**src/verilog/dct16_pkg.sv**
```systemverilog
// shared widths, coefficient table, row types and output truncation; imported by every dct16 block
`default_nettype none

package dct16_pkg;

    // transform size and datapath widths
    localparam int N_POINTS   = 16;
    localparam int SAMPLE_W   = 8;
    localparam int COEF_W     = 7;
    localparam int ACC_W      = 21;
    localparam int OUT_W      = 11;
    localparam int FRAC_SHIFT = 7;

    // scale used by X0 and X8, equal to C(0) and C(8)
    localparam int DC_COEF    = 32;

    // coefficient magnitudes C(0)..C(15)
    // C(m) is the cosine of m*pi/32 in 7-bit integer form
    localparam logic [COEF_W-1:0] COEF [0:15] = '{
        7'd32, 7'd45, 7'd44, 7'd43, 7'd42, 7'd40, 7'd38, 7'd35,
        7'd32, 7'd29, 7'd25, 7'd21, 7'd17, 7'd13, 7'd9,  7'd4
    };

    // one unsigned pixel
    typedef logic [SAMPLE_W-1:0] sample_t;

    // sample 0 sits in the top byte
    typedef sample_t [0:N_POINTS-1] row_in_t;

    // butterfly tree results, one bit wider per level
    // eee_sum can reach 4080, so it stays unsigned
    typedef struct packed {
        logic [0:7][SAMPLE_W:0]     odd_diff;
        logic [0:3][SAMPLE_W+1:0]   eo_diff;
        logic [0:1][SAMPLE_W+2:0]   eeo_diff;
        logic [SAMPLE_W+3:0]        eee_sum;
        logic signed [SAMPLE_W+3:0] eee_diff;
    } bfly_t;

    // full precision term before truncation
    typedef logic signed [ACC_W-1:0] acc_t;

    // eight terms of one parity, ascending k
    typedef acc_t [0:N_POINTS/2-1] half_acc_t;

    // one output frequency term
    typedef logic signed [OUT_W-1:0] out_t;

    // X0 in the top field
    typedef out_t [0:N_POINTS-1] row_out_t;

    // arithmetic shift by 7, then keep the low 11 bits
    // out of range values simply wrap
    function automatic out_t trunc_acc(acc_t acc);
        acc_t shifted;
        shifted = acc >>> FRAC_SHIFT;
        return shifted[OUT_W-1:0];
    endfunction

endpackage

`default_nettype wire

```
**src/verilog/dct16_odd_rotator.sv**
```systemverilog
// 8x8 constant-coefficient product of the first-level differences that gives the odd terms X1..X15
`default_nettype none

module dct16_odd_rotator (
    input  dct16_pkg::bfly_t     bfly,
    output dct16_pkg::half_acc_t odd_acc
);
    import dct16_pkg::*;

    // signed matrix coefficient for term k and sample n
    // only odd k reach this block, so p is always odd and never a zero crossing
    function automatic logic signed [COEF_W:0] rule_coef(int k, int n);
        int p;
        p = ((2 * n + 1) * k) % 64;
        // positive in the first quarter
        if (p < 16) begin
            return $signed({1'b0, COEF[p]});
        end
        // mirrored and negative in the second quarter
        if (p <= 32) begin
            return -$signed({1'b0, COEF[32-p]});
        end
        // negative in the third quarter
        if (p < 48) begin
            return -$signed({1'b0, COEF[p-32]});
        end
        // last quarter is mirrored and positive again
        return $signed({1'b0, COEF[64-p]});
    endfunction

    // signed view of the differences
    logic signed [SAMPLE_W:0] od [0:7];

    always_comb begin
        for (int n = 0; n < N_POINTS / 2; n++) begin
            od[n] = $signed(bfly.odd_diff[n]);
        end
    end

    // index j holds X(2j+1)
    // x(15-n) carries the opposite sign, which the difference already holds
    always_comb begin
        acc_t sum;
        for (int j = 0; j < N_POINTS / 2; j++) begin
            sum = '0;
            // loops unroll and every coefficient folds to a constant
            for (int n = 0; n < N_POINTS / 2; n++) begin
                sum = sum + od[n] * rule_coef(2 * j + 1, n);
            end
            odd_acc[j] = sum;
        end
    end

endmodule

`default_nettype wire

```
**config.mk**
```make
export PLATFORM = sky130hd
export DESIGN_NAME = dct16_odd_rotator
export DESIGN_NICKNAME = d
export VERILOG_FILES = /design/src/verilog/dct16_pkg.sv /design/src/verilog/dct16_odd_rotator.sv
export SDC_FILE = /design/constraint.sdc
export NUM_CORES = 2
export LEC_CHECK = 0
export BUFFER_PORTS_ARGS = -buffer_cell sky130_fd_sc_hd__buf_4
export CELL_PAD_IN_SITES_DETAIL_PLACEMENT = 1
export CELL_PAD_IN_SITES_GLOBAL_PLACEMENT = 2
export CORE_ASPECT_RATIO = 0.6
export CORE_MARGIN = 3
export CORE_UTILIZATION = 44
export DETAILED_ROUTE_END_ITERATION = 16
export GPL_TIMING_DRIVEN = 0
export PLACE_DENSITY_LB_ADDON = 0.1
export SLEW_MARGIN = 20
export SYNTH_ARGS = -nofsm -noshare
export SYNTH_HDL_FRONTEND = slang
export SYNTH_SLANG_ARGS = --single-unit
```
**constraint.sdc**
```tcl
create_clock -name vclk -period 10
set_clock_uncertainty 0.15 [all_clocks]
set_input_delay 0 -clock vclk [all_inputs]
set_output_delay 0 -clock vclk [all_outputs]
set_load 0.02 [all_outputs]
```
After elaboration in Yosys (flattened, before gate mapping)
Cells that the tools add are included.

storage, ports and cells
  flip-flop bits (word level) = 0
  input bits = 158
  output and inout port bits = 168
  word-level logic and storage cells = 113

cells by class
  add/sub/neg operators = 57
  multipliers = 56

operators by type and width
  cell                                                                 number
  9-bit by 7-bit multiplier with 16-bit output, second input constant  24
  9-bit by 6-bit multiplier with 15-bit output, second input constant  16
  21-bit by 16-bit adder with 21-bit output                            7
  9-bit by 5-bit multiplier with 14-bit output, second input constant  8
  9-bit by 4-bit multiplier with 13-bit output, second input constant  8
  18-bit by 16-bit adder with 19-bit output                            5
  17-bit by 16-bit adder with 18-bit output                            5
  21-bit by 15-bit adder with 21-bit output                            4
  19-bit by 16-bit adder with 20-bit output                            4
  20-bit by 16-bit adder with 21-bit output                            3
  16-bit by 15-bit adder with 17-bit output                            3
  20-bit by 15-bit adder with 21-bit output                            2
  21-bit by 11-bit adder with 21-bit output                            2
  21-bit by 14-bit adder with 21-bit output                            2
  19-bit by 15-bit adder with 20-bit output                            2
  15-bit by 16-bit adder with 17-bit output                            2
  19-bit by 21-bit adder with 21-bit output                            1
  20-bit by 11-bit adder with 21-bit output                            1
  20-bit by 14-bit adder with 21-bit output                            1
  19-bit by 14-bit adder with 20-bit output                            1
  18-bit by 11-bit adder with 19-bit output                            1
  18-bit by 14-bit adder with 19-bit output                            1
  18-bit by 15-bit adder with 19-bit output                            1
  9-bit negator with 19-bit output                                     1
  other kinds (8)                                                      8

Longest topological paths before layout
  depth after elaboration = 8
  mapped depth = 36
  mapped depth without buffers = 36

Least setup slack after synthesis
No wires, ideal clock.

  kind = in2out
  from = in bfly[121] (netlist name)
  to = out odd_acc[146] (netlist name)
  arrival time = 7.998 ns
  slack = 1.852 ns
  stages = 29
  buffers on the path = 2
  path through = clkbuf_1 inv_1 clkbuf_1 ha_1 xnor2_1 xor2_1 ha_1 ha_1 or4_1 o311ai_0 a211oi_1 fa_1 fa_1 inv_1 fa_1 ha_1 fa_1 inv_1 fa_1 fa_1 inv_1 ha_1 a21o_1 a21oi_1 nand2_1 nand2_1 a31oi_1 nor4_1 a311oi_1

RTL lines
  element          line                    RTL
  start, declared  dct16_odd_rotator.sv:5  input dct16_pkg::bfly_t bfly,
  end, declared    dct16_odd_rotator.sv:6  output dct16_pkg::half_acc_t odd_acc

==> results.py <==
metrics = {
    "die": {
        "core_um2": 168000,
        "die_w_um": 539,
        "initial_core_util": 0.446,
        "die_h_um": 326,
        "io_pins": 326,
        "die_area_um2": 176000,
        "rows": 116,
    },
    "sta": {
        "period_share": 0.997,
        "tightest_slew_ps": 1230,
        "timing.fmax_ghz": 0.100,
        "max-slew-margin-rel": 0.178,
        "finalHoldViolations": 0,
        "layout_min_cycle_time_ps": 9970,
        "setup_viol": 0,
        "drv_slew": 0,
    },
    "finish": {
        "seq_area_um2": 0,
        "seq_cells": 0,
        "drive_gt1_frac": 0.0522,
        "area_growth_pct": 7.20,
        "n_clock_buffer": 0,
        "nNetsFinal": 11100,
        "instances_no_fill": 9787,
    },
    "critical_path": {
        "start_kind": "primary input",
        "cp-end-kind": "output pin",
        "critPathRequiredTime_ps": 9850,
        "critPathSlowestCell": "ha_2",
        "crit_fanout": 28,
        "crit_end": "odd_acc[146]",
        "critPathLaunch": "bfly[157]",
        "critical_path_class": "in -> out",
        "slowest_delay_ps": 940,
        "path_common_cell": "fa_1",
        "crit_arrival_ps": 9820,
        "cp_cell_sequence": "buf_4, clkbuf_1, inv_1, ha_2, clkbuf_1, xor2_4, inv_1, fa_1, inv_1, fa_1, inv_1, fa_1, fa_1, fa_1, fa_1, inv_1, ha_1, nand2_1, o21ai_0, a41oi_2, a31oi_1, nor4_1, a311oi_1, buf_4",
    },
    "synthesis": {
        "yosysTopAreaCellShare": 0.522,
        "synthCells": 7256,
        "synthTopCellsByCount": "inv_1 (2689), fa_1 (1956), ha_1 (1449)",
        "ys.warnings.count": 0,
        "yosysSeqAreaShare": 0,
        "synth_most_common_cell": "inv_1",
        "synth_fp_nets": 10800,
        "synthDistinctLibCells": 64,
        "netlist.top_cell.by_area": "fa_1",
        "ys_top_cells_by_area": "fa_1 (52%), ha_1 (24%), inv_1 (13%), xnor2_1 (2.7%), a21oi_1 (0.89%)",
        "synth_area_per_cell_um2": 10.3,
        "mappedNetlistArea_um2": 75000,
    },
    "clock_tree": {
        "hold_buffers": 0,
    },
    "run_status": {
        "status": "finished, final reports clean",
    },
    "route": {
        "wl_per_cell_um": 36.7,
        "drc": 0,
        "drt_iter0_markers": 6157,
        "wl_um": 359000,
        "drt_first_pass_iters": 5,
        "vias_per_cell": 5.59,
        "dr_total_vias": 54700,
        "ant_nets": 0,
    },
    "placement": {
        "dp_cells": 9748,
        "port_buffers": 240,
        "hpwl_um": 319000,
        "place_congestion": 1.04,
    },
    "global_routing": {
        "globalRouteOverflowTotal": 0,
        "grt_start_max_net_pins": 48,
        "grt_pass1_wl_um": 489000,
        "grt_pass1_vias": 59500,
        "grt_usage": 0.413,
        "antenna_found_initial": 45,
    },
    "worst_hold_path": {
        "min_path_type": "in -> out",
    },
    "job": {
        "max_cap_viol_count": 0,
    },
}
-- routing by layer --
metal,wire [um],GRT usage
met1,156000,0.603
met5,91,0
met2,132000,0.525
met3,63800,0.245
met4,6420,0.0604
-- timing repair --
action / CTS / global route
pin swaps: 0 / 2
buffers inserted: 8 / 17
resized for setup: 23 / 32
endpoints found under the setup margin: 15 / 21
-- per-stage QoR --
stage                     hold slack [ps]  setup TNS, ps  area, um^2  utilization  worst slack (ps)
after CTS                             590              0       80100        0.477              16.2
after global routing                  615          -98.0       80400        0.478             -98.0
after detailed placement              586          -7580       79900        0.475             -1280
final                                 599              0       80400        0.478              33.5
after global placement                581         -44480       79600        0.474             -2920
after floorplan                      60.4              0       75000            -              1850
-- how the worst min path moves through the flow --
stage,slack (ps),depth (start not counted),from,to
after floorplan,60,1,bfly[86],odd_acc[0]
after global placement,580,3,bfly[149],odd_acc[63]
after detailed placement,590,3,bfly[149],odd_acc[63]
after CTS,590,3,bfly[149],odd_acc[21]
after global routing,620,3,bfly[149],odd_acc[63]
final,600,3,bfly[149],odd_acc[21]
-- worst max-delay path: cells and delay by family --
| kind | cells | cell delay [ps] |
|---|---|---|
| xor gates and xnor gates | 1 | 690 |
| buffers and inverters | 9 | 3200 |
| adders and majority gates | 8 | 4510 |
| AOI/OAI and AO/OA | 4 | 830 |
| and+or+nand+nor | 2 | 440 |
-- cells in the final DEF (no fill, tap or decap), drive strengths merged, types with 17 or more instances in the layout --
cell type / n
ha: 1449
nand2: 78
o21bai: 29
buf: 282
xor2: 67
o21a: 29
a211oi: 17
inv: 2677
nor2: 119
and3: 17
o21ai: 78
fa: 1956
nor2b: 17
nand2b: 32
a21oi: 136
xnor2: 235
a21o: 38
nor3: 43
or2: 24
nand3: 24
-- final cells by class --
class                      instances  area [um^2]
fill                           18700        87700
multi-input combinational       4551        65100
tap                             2242         2810
inverter                        2690        10100
antenna                           13         32.5
buffer                            14         63.8
timing repair buffer             277         2240
-- cells by family after synthesis --
group	Yosys count	share of synthesized area
adder cells (fa/ha/maj)	3405	0.764
buffers and inverters	2705	0.135
AO/OA/AOI/OAI	415	0.0357
AND/OR/NAND/NOR	405	0.0264
XOR/XNOR	303	0.0356
multiplexers	23	0.00329
