===== src/verilog/dct16_pkg.sv =====
// shared widths, coefficient table, row types and output truncation; imported by every dct16 block
`default_nettype none

package dct16_pkg;

    // transform size and datapath widths
    localparam int N_POINTS   = 16;
    localparam int SAMPLE_W   = 8;
    localparam int COEF_W     = 7;
    localparam int ACC_W      = 21;
    localparam int OUT_W      = 11;
    localparam int FRAC_SHIFT = 7;

    // scale used by X0 and X8, equal to C(0) and C(8)
    localparam int DC_COEF    = 32;

    // coefficient magnitudes C(0)..C(15)
    // C(m) is the cosine of m*pi/32 in 7-bit integer form
    localparam logic [COEF_W-1:0] COEF [0:15] = '{
        7'd32, 7'd45, 7'd44, 7'd43, 7'd42, 7'd40, 7'd38, 7'd35,
        7'd32, 7'd29, 7'd25, 7'd21, 7'd17, 7'd13, 7'd9,  7'd4
    };

    // one unsigned pixel
    typedef logic [SAMPLE_W-1:0] sample_t;

    // sample 0 sits in the top byte
    typedef sample_t [0:N_POINTS-1] row_in_t;

    // butterfly tree results, one bit wider per level
    // eee_sum can reach 4080, so it stays unsigned
    typedef struct packed {
        logic [0:7][SAMPLE_W:0]     odd_diff;
        logic [0:3][SAMPLE_W+1:0]   eo_diff;
        logic [0:1][SAMPLE_W+2:0]   eeo_diff;
        logic [SAMPLE_W+3:0]        eee_sum;
        logic signed [SAMPLE_W+3:0] eee_diff;
    } bfly_t;

    // full precision term before truncation
    typedef logic signed [ACC_W-1:0] acc_t;

    // eight terms of one parity, ascending k
    typedef acc_t [0:N_POINTS/2-1] half_acc_t;

    // one output frequency term
    typedef logic signed [OUT_W-1:0] out_t;

    // X0 in the top field
    typedef out_t [0:N_POINTS-1] row_out_t;

    // arithmetic shift by 7, then keep the low 11 bits
    // out of range values simply wrap
    function automatic out_t trunc_acc(acc_t acc);
        acc_t shifted;
        shifted = acc >>> FRAC_SHIFT;
        return shifted[OUT_W-1:0];
    endfunction

endpackage

`default_nettype wire


===== src/verilog/dct16_even_rotator.sv =====
// constant-coefficient products for X0..X14 even terms, driven from the butterfly results
`default_nettype none

module dct16_even_rotator (
    input  dct16_pkg::bfly_t     bfly,
    output dct16_pkg::half_acc_t even_acc
);
    import dct16_pkg::*;

    // positive signed magnitudes
    // each sum below applies the sign for its p
    localparam logic signed [COEF_W:0] C_DC = (COEF_W + 1)'(DC_COEF);
    localparam logic signed [COEF_W:0] C_2  = $signed({1'b0, COEF[2]});
    localparam logic signed [COEF_W:0] C_4  = $signed({1'b0, COEF[4]});
    localparam logic signed [COEF_W:0] C_6  = $signed({1'b0, COEF[6]});
    localparam logic signed [COEF_W:0] C_10 = $signed({1'b0, COEF[10]});
    localparam logic signed [COEF_W:0] C_12 = $signed({1'b0, COEF[12]});
    localparam logic signed [COEF_W:0] C_14 = $signed({1'b0, COEF[14]});

    // signed views of the butterfly fields
    logic signed [SAMPLE_W+4:0] eee_sum_s;
    logic signed [SAMPLE_W+2:0] eeo [0:1];
    logic signed [SAMPLE_W+1:0] eo  [0:3];

    always_comb begin
        // unsigned sum, one extra zero bit keeps it positive
        eee_sum_s = $signed({1'b0, bfly.eee_sum});
        for (int n = 0; n < 2; n++) begin
            eeo[n] = $signed(bfly.eeo_diff[n]);
        end
        for (int n = 0; n < 4; n++) begin
            eo[n] = $signed(bfly.eo_diff[n]);
        end
    end

    // index j holds X(2j)
    // p = (2n+1)*k mod 64 picks each coefficient
    always_comb begin
        // X0 sums all sixteen samples at +32
        even_acc[0] = C_DC * eee_sum_s;
        // X8: p = 8, 24 gives +32, -32 on v0, v1
        even_acc[4] = C_DC * bfly.eee_diff;

        // X4: p = 4, 12
        even_acc[2] = C_4 * eeo[0] + C_12 * eeo[1];
        // X12: p = 12, 36
        even_acc[6] = C_12 * eeo[0] - C_4 * eeo[1];

        // X2: p = 2, 6, 10, 14, all in the first quarter
        even_acc[1] = C_2 * eo[0] + C_6 * eo[1] + C_10 * eo[2] + C_14 * eo[3];
        // X6: p = 6, 18, 30, 42
        even_acc[3] = C_6 * eo[0] - C_14 * eo[1] - C_2 * eo[2] - C_10 * eo[3];
        // X10: p = 10, 30, 50, 6
        even_acc[5] = C_10 * eo[0] - C_2 * eo[1] + C_14 * eo[2] + C_6 * eo[3];
        // X14: p = 14, 42, 6, 34
        even_acc[7] = C_14 * eo[0] - C_10 * eo[1] + C_6 * eo[2] - C_2 * eo[3];
    end

endmodule

`default_nettype wire


===== config.mk =====
export PLATFORM = sky130hd
export DESIGN_NAME = dct16_even_rotator
export DESIGN_NICKNAME = d
export VERILOG_FILES = /design/src/verilog/dct16_pkg.sv /design/src/verilog/dct16_even_rotator.sv
export SDC_FILE = /design/constraint.sdc
export NUM_CORES = 1
export LEC_CHECK = 0
export BUFFER_PORTS_ARGS = -buffer_cell sky130_fd_sc_hd__clkbuf_2
export CAP_MARGIN = 25
export CORE_UTILIZATION = 40
export DETAILED_ROUTE_END_ITERATION = 12
export MAX_ROUTING_LAYER = met4
export PLACE_DENSITY = 0.59
export REMOVE_ABC_BUFFERS = 1
export SYNTH_ARGS = -nofsm -noshare
export SYNTH_HDL_FRONTEND = slang
export SYNTH_SLANG_ARGS = --single-unit

===== constraint.sdc =====
create_clock -name vclk -period 17.2
set_clock_uncertainty 0.05 [all_clocks]
set_input_delay 4.3 -clock vclk [all_inputs]
set_output_delay 4.3 -clock vclk [all_outputs]
set_load 0.03 [all_outputs]

## Yosys cells after proc, flatten, opt, wreduce, memory -nomap -nowiden

Cells that the tools add are included.

- Multipliers: 20
- Magnitude comparators: 0
- Reduce and logical (&&, ||, !) cells: 0
- Equality and inequality tests: 0
- Divide/modulo/power cells: 0
- Shift-type cells: 0
- Bitwise gates (word level): 0
- Muxes and demuxes: 0
- Add/sub/neg operators: 14

Operators by type and width:

| operator | count |
|---|---|
| multiplier 6 x 10 -> 16 bit, first input constant | 8 |
| multiplier 5 x 10 -> 15 bit, first input constant | 8 |
| multiplier 6 x 11 -> 17 bit, first input constant | 4 |
| subtractor 18 x 17 -> 19 bit | 2 |
| adder 17 x 17 -> 18 bit | 2 |
| adder 19 x 15 -> 20 bit | 1 |
| adder 19 x 17 -> 20 bit | 1 |
| subtractor 19 x 16 -> 20 bit | 1 |
| adder 18 x 15 -> 19 bit | 1 |
| adder 18 x 16 -> 19 bit | 1 |
| adder 18 x 17 -> 19 bit | 1 |
| subtractor 17 x 18 -> 19 bit | 1 |
| subtractor 16 x 17 -> 18 bit | 1 |
| subtractor 17 x 15 -> 18 bit | 1 |
| subtractor 15 x 16 -> 17 bit | 1 |

- Output and inout port bits: 168
- Memories kept: 0
- RAM bits: 0
- Latch bits: 0
- Register bits after elaboration: 0
- ROM bits: 0

## Logic depth before layout (Yosys ltp)

Gate-level depths: netlist of the first run.

- Depth after elaboration: 4
- Mapped depth: 31
- Depth with buffers taken out: 31

## Least setup slack after synthesis of the first run

No wires, ideal clock.

- Path kind: input to output
- Start: input bfly[80] (netlist bit)
- End: output even_acc[104] (netlist bit)
- Stages: 30
- Arrival time: 11.255 ns
- Slack: 1.595 ns
- Path through: ha_1 -> ha_1 -> fa_1 -> ha_1 -> nor2b_1 -> o21ai_0 -> a21oi_1 -> o21ai_1 -> nand2b_1 -> xnor2_1 -> ha_1 -> inv_1 -> fa_1 -> inv_1 -> ha_1 -> inv_1 -> fa_1 -> fa_1 -> inv_1 -> fa_1 -> inv_1 -> ha_1 -> nand2_1 -> o21ai_0 -> o21ai_0 -> and3_1 -> o31ai_1 -> a21oi_1 -> xor2_1 -> buf_4

RTL lines:

| what | line | text |
|---|---|---|
| start: declaration | dct16_even_rotator.sv:5 | `input dct16_pkg::bfly_t bfly,` |
| end: declaration | dct16_even_rotator.sv:6 | `output dct16_pkg::half_acc_t even_acc` |

==> impl_metrics.toml, run 1 <==
[critical_path]
timing.critical_path.to_type = "output port"
critical_path_peak_fanout = 6
critPathKind = "input port to output port"
worstPathRequired_ps = 12850
worstPathArrival_ps = 12220
timing.critical_path.slowest_stage_cell = "sky130_fd_sc_hd__fa_1"
worst_path_largest_cell_delay_ps = 550
timing.critical_path.from_type = "input port"

[finish]
nNetsFinal = 4247
register_area_um2 = 0
clockBufferCount = 0
layout.cells.most_common_list = "sky130_fd_sc_hd__inv_1, sky130_fd_sc_hd__ha_1, sky130_fd_sc_hd__fa_1"
antennaDiodeCount = 0
sequential_cell_count = 0
post_route_cells_drive_above_1_share = 0.07489
area_delta_synth_final_pct = 6.659
fillerInstances = 6435
layout.cells.most_common = "sky130_fd_sc_hd__inv_1"

[detailed_routing]
final_antenna_net_count = 0
drt_first_iter_violations = 860
finalWirelength_mm = 64.06
avgViaCountPerCell = 4.808
number_of_remaining_drc_errors = 0
wl_per_cell_um = 16.24
via_count = 18964
drt_pre_antenna_iters = 5

[place]
gp_congestion = 0.9079
port_buffers = 188
dpl.hpwl_mm = 56.81
preCtsSetupSlack_ps = 737.4

[synthesis]
number_of_cells_produced_by_synthesis = 2951
yosys-top-cells-area = "sky130_fd_sc_hd__ha_1, sky130_fd_sc_hd__fa_1, sky130_fd_sc_hd__inv_1"
synth_top_area_cell = "sky130_fd_sc_hd__ha_1"
netlist-cell-type-count = 76
yosysTopAreaCellShare = 0.3101
ys_seq_area_frac = 0
post_synth_instance_area_um2 = 25540
syn_area_per_cell_um2 = 8.654
ys_warn_count = 0

[timing]
setup_viol = 0
maxSlewHeadroom = 0.5147
finalMaxSlewViolations = 0
timing.final.ws_setup_ps = 633.7
final_worst_path_period_need_ps = 16570
fin_tns_setup_ps = 0
final_min_period_over_clock_period = 0.9632
rsz_0062_raised_after_global_routing = "no"
worstMarginPinSlew_ps = 727.2
fmax_mhz = 60.36
timing.final.hold_violations = 0

[global_route]
number_of_global_route_vias_before_repair = 18541
global_route.usage.total = 0.2076
largest_net_degree_at_the_start_of_global_routing = 35
overflow_after_grt = 0
initial_antenna_violation_count = 0
grt_first_pass_wirelength_mm = 101.6

[min_path]
hold_path_class = "input port to output port"
cell_count_of_the_worst_hold_path = 0
worstHoldStart = "bfly[7]"
timing.hold.worst_endpoint = "even_acc[75]"

[die]
floorplan.rows = 92
dieHeight_um = 254.7
pin_count = 326
floorplan.core_area_um2 = 63080
die_w_um = 254.7
die_area_um2 = 64860
initial_utilization = 0.4048

[cts]
cts.repair.resized = 0
post_cts_buffers = 0
cts_hold_repair.buffers = 0

[outcome]
status = "complete, no violations"

[job]
cap_violations = 0
-- worst max-delay path by stage --
stage / startpoint / to / slack, ps / cells past startpoint
2_1_floorplan: bfly[80] / even_acc[103] / 1500 / 29
3_3_place_gp: bfly[77] / even_acc[103] / 780 / 31
3_5_place_dp: bfly[77] / even_acc[104] / 740 / 31
4_1_cts: bfly[77] / even_acc[104] / 710 / 31
5_1_grt: bfly[77] / even_acc[103] / 80 / 31
6_report: bfly[79] / even_acc[104] / 630 / 31
-- critical path, delay by kind of cell --
| family | cells | cell delay [ps] |
|---|---|---|
| adders and majority gates | 11 | 4400 |
| xor gates and xnor gates | 2 | 310 |
| AOI/OAI and AO/OA | 7 | 1480 |
| and+or+nand+nor | 3 | 920 |
| buffers and inverters | 8 | 780 |
-- layout make-up --
| type | count | area [um2] | share of cell area |
|---|---|---|---|
| Inverter | 868 | 3258 | 0.1196 |
| Multi-Input combinational cell | 2027 | 21870 | 0.8028 |
| Timing Repair Buffer | 203 | 1054 | 0.03868 |
| Tap cell | 846 | 1059 | 0.03886 |
-- metal layers --
| metal | track usage | up-vias | share of wire | wire [um] |
|---|---|---|---|---|
| met3 | 0.02909 | 34 | 0.050 | 3178 |
| met5 | - | - | 0 | 0 |
| met4 | 0.02258 | 0 | 0.014 | 871 |
| li1 | - | 9628 | - | - |
| met2 | 0.3308 | 326 | 0.45 | 28870 |
| met1 | 0.2872 | 8976 | 0.49 | 31140 |
-- synthesized netlist by cell type, types with 5 or more instances --
cell and number:
sky130_fd_sc_hd__nand2_1 80, sky130_fd_sc_hd__o211ai_1 6, sky130_fd_sc_hd__xor2_1 62, sky130_fd_sc_hd__a211o_1 5, sky130_fd_sc_hd__buf_4 53, sky130_fd_sc_hd__o31ai_1 8, sky130_fd_sc_hd__nand4_1 9, sky130_fd_sc_hd__a211oi_1 17
sky130_fd_sc_hd__xnor2_1 173, sky130_fd_sc_hd__o21bai_1 20, sky130_fd_sc_hd__mux2_2 6, sky130_fd_sc_hd__a41oi_1 12, sky130_fd_sc_hd__o21ai_0 68, sky130_fd_sc_hd__a21o_1 49, sky130_fd_sc_hd__nor3b_1 5, sky130_fd_sc_hd__inv_1 865
sky130_fd_sc_hd__nand3_1 24, sky130_fd_sc_hd__a21oi_1 143, sky130_fd_sc_hd__ha_1 633, sky130_fd_sc_hd__nand2b_1 16, sky130_fd_sc_hd__o21ai_1 12, sky130_fd_sc_hd__o21a_1 31, sky130_fd_sc_hd__o311ai_0 5, sky130_fd_sc_hd__a2111oi_0 5
sky130_fd_sc_hd__nor2b_1 31, sky130_fd_sc_hd__or3_1 8, sky130_fd_sc_hd__and3_1 13, sky130_fd_sc_hd__or2_2 9, sky130_fd_sc_hd__fa_1 356, sky130_fd_sc_hd__o31a_1 5, sky130_fd_sc_hd__nor3_1 29, sky130_fd_sc_hd__mux2i_1 9
sky130_fd_sc_hd__and2_1 5, sky130_fd_sc_hd__a31oi_1 10, sky130_fd_sc_hd__clkbuf_1 11, sky130_fd_sc_hd__nor2_1 86
-- kinds of logic (layout without fill, tap and decap cells) --
| logic type | Yosys count | count (layout) | share of synthesized area |
|---|---|---|---|
| multiplexers | 19 | 19 | 0.007937 |
| AO/OA/AOI/OAI | 441 | 441 | 0.1133 |
| other | 1 | 14 | 0.0001468 |
| adder cells (fa/ha/maj) | 989 | 989 | 0.5892 |
| XOR/XNOR | 235 | 235 | 0.08060 |
| AND/OR/NAND/NOR | 329 | 329 | 0.06320 |
| buffers and inverters | 937 | 1071 | 0.1456 |
-- metrics by stage --
| step | util | hold slack [ps] | instance area [um2] | instances |
|---|---|---|---|---|
| detailed placement | 0.4318 | 8550 | 27240 | 3944 |
| finish | 0.4318 | 8550 | 27240 | 3944 |
| CTS | 0.4318 | 8550 | 27240 | 3944 |
| global placement | 0.4318 | 8550 | 27240 | 3944 |
| global route | 0.4318 | 8550 | 27240 | 3944 |
| floorplan | - | 8550 | 25130 | 2895 |
Power of run 1 is not shown: default switching activity piles up to over one toggle a cycle in this logic, so the estimate is an artifact.
==> run 2: changes to the inputs <==
--- a/config.mk
+++ b/config.mk
@@ -9,6 +9,7 @@
 export CAP_MARGIN = 25
 export CORE_UTILIZATION = 40
 export DETAILED_ROUTE_END_ITERATION = 12
+export GPL_TIMING_DRIVEN = 0
 export MAX_ROUTING_LAYER = met4
 export PLACE_DENSITY = 0.59
 export REMOVE_ABC_BUFFERS = 1
==> constraint.sdc (replaced) <==
create_clock -name vclk -period 19.8
set_clock_uncertainty 0.05 [all_clocks]
set_input_delay 4.95 -clock vclk [all_inputs]
set_output_delay 4.95 -clock vclk [all_outputs]
set_load 0.03 [all_outputs]
==> impl_metrics.toml, run 2 (same netlist as run 1, synthesis figures left out) <==
[timing]
fmax_mhz = 54.19
timing.final.hold_violations = 0
fin_tns_setup_ps = 0
final_min_period_over_clock_period = 0.9320
finalMaxSlewViolations = 0
final_worst_path_period_need_ps = 18450
worstMarginPinSlew_ps = 1013
setup_viol = 0
maxSlewHeadroom = 0.3250
rsz_0062_raised_after_global_routing = "no"

[finish]
final_util = 0.4304
antennaDiodeCount = 0
layout.cells.most_common = "sky130_fd_sc_hd__inv_1"
sequential_cell_count = 0
clockBufferCount = 0
register_area_um2 = 0
layout.cells.most_common_list = "sky130_fd_sc_hd__inv_1, sky130_fd_sc_hd__ha_1, sky130_fd_sc_hd__fa_1"
post_route_cells_drive_above_1_share = 0.07099
nNetsFinal = 4234
area_delta_synth_final_pct = 6.325
fillerInstances = 6488

[detailed_routing]
via_count = 18829
wl_per_cell_um = 16.00
drt_first_iter_violations = 860
number_of_remaining_drc_errors = 0
avgViaCountPerCell = 4.790
drt_pre_antenna_iters = 4
finalWirelength_mm = 62.90
final_antenna_net_count = 0

[critical_path]
timing.critical_path.slowest_stage_cell = "sky130_fd_sc_hd__fa_1"
timing.critical_path.from_type = "input port"
worstPathArrival_ps = 13450
critical_path.most_common_cell = "sky130_fd_sc_hd__inv_1"
worstPathRequired_ps = 14800
worst_path_largest_cell_delay_ps = 560
timing.critical_path.to_type = "output port"
critPathKind = "input port to output port"
critical_path_peak_fanout = 30

[die]
die_w_um = 254.7
initial_utilization = 0.4048
floorplan.core_area_um2 = 63080
floorplan.rows = 92
dieHeight_um = 254.7
pin_count = 326
die_area_um2 = 64860

[place]
port_buffers = 188
gp_congestion = 0.9012
dpl.hpwl_mm = 55.43

[global_route]
overflow_after_grt = 0
grt_first_pass_wirelength_mm = 100.3
number_of_global_route_vias_before_repair = 18275
initial_antenna_violation_count = 0
global_route.usage.total = 0.2045
largest_net_degree_at_the_start_of_global_routing = 36

[job]
cap_violations = 0

[cts]
cts_hold_repair.buffers = 0
post_cts_buffers = 0
cts.repair.resized = 0

[min_path]
hold_path_class = "input port to output port"
worstHoldStart = "bfly[7]"
cell_count_of_the_worst_hold_path = 0
timing.hold.worst_endpoint = "even_acc[75]"

[outcome]
status = "complete, no violations"
run 2: how the worst max path moves through the flow:
stage	from	slack, ps	end
global route	bfly[85]	970	even_acc[103]
finish	bfly[85]	1350	even_acc[103]
global placement	bfly[85]	1510	even_acc[103]
CTS	bfly[81]	1390	even_acc[104]
floorplan	bfly[80]	2800	even_acc[103]
detailed placement	bfly[81]	1450	even_acc[104]
run 2: worst max-delay path, delay by kind of cell:
| kind | cells | cell delay [ps] |
|---|---|---|
| fa+ha+maj | 11 | 4710 |
| buf+inv | 10 | 1290 |
| compound gates | 5 | 1110 |
| simple gates | 3 | 1000 |
| xor+xnor | 2 | 350 |
run 2: stage by stage:
stage / instances / hold WS, ps / instance area (um2) / setup WS (ps)
2_1_floorplan: 2895 / 9850 / 25130 / 2802
3_3_place_gp: 3929 / 9850 / 27120 / 1510
3_5_place_dp: 3929 / 9850 / 27120 / 1445
4_1_cts: 3929 / 9850 / 27120 / 1390
5_1_grt: 3931 / 9850 / 27150 / 966.8
6_report: 3931 / 9850 / 27150 / 1346
run 2: metal layers:
metal	wire, um	track usage
met5	0	-
met4	757	0.01916
met3	2804	0.02745
met2	27960	0.3226
met1	31380	0.2875
run 2: area by class of cell:
type / count / area [um2] / area share
inverters: 868 / 3258 / 0.1200
multi-input cells: 2027 / 21870 / 0.8054
well taps: 846 / 1059 / 0.03898
repair buffers: 190 / 968.4 / 0.03567
Power of run 2 is left out for the same reason.
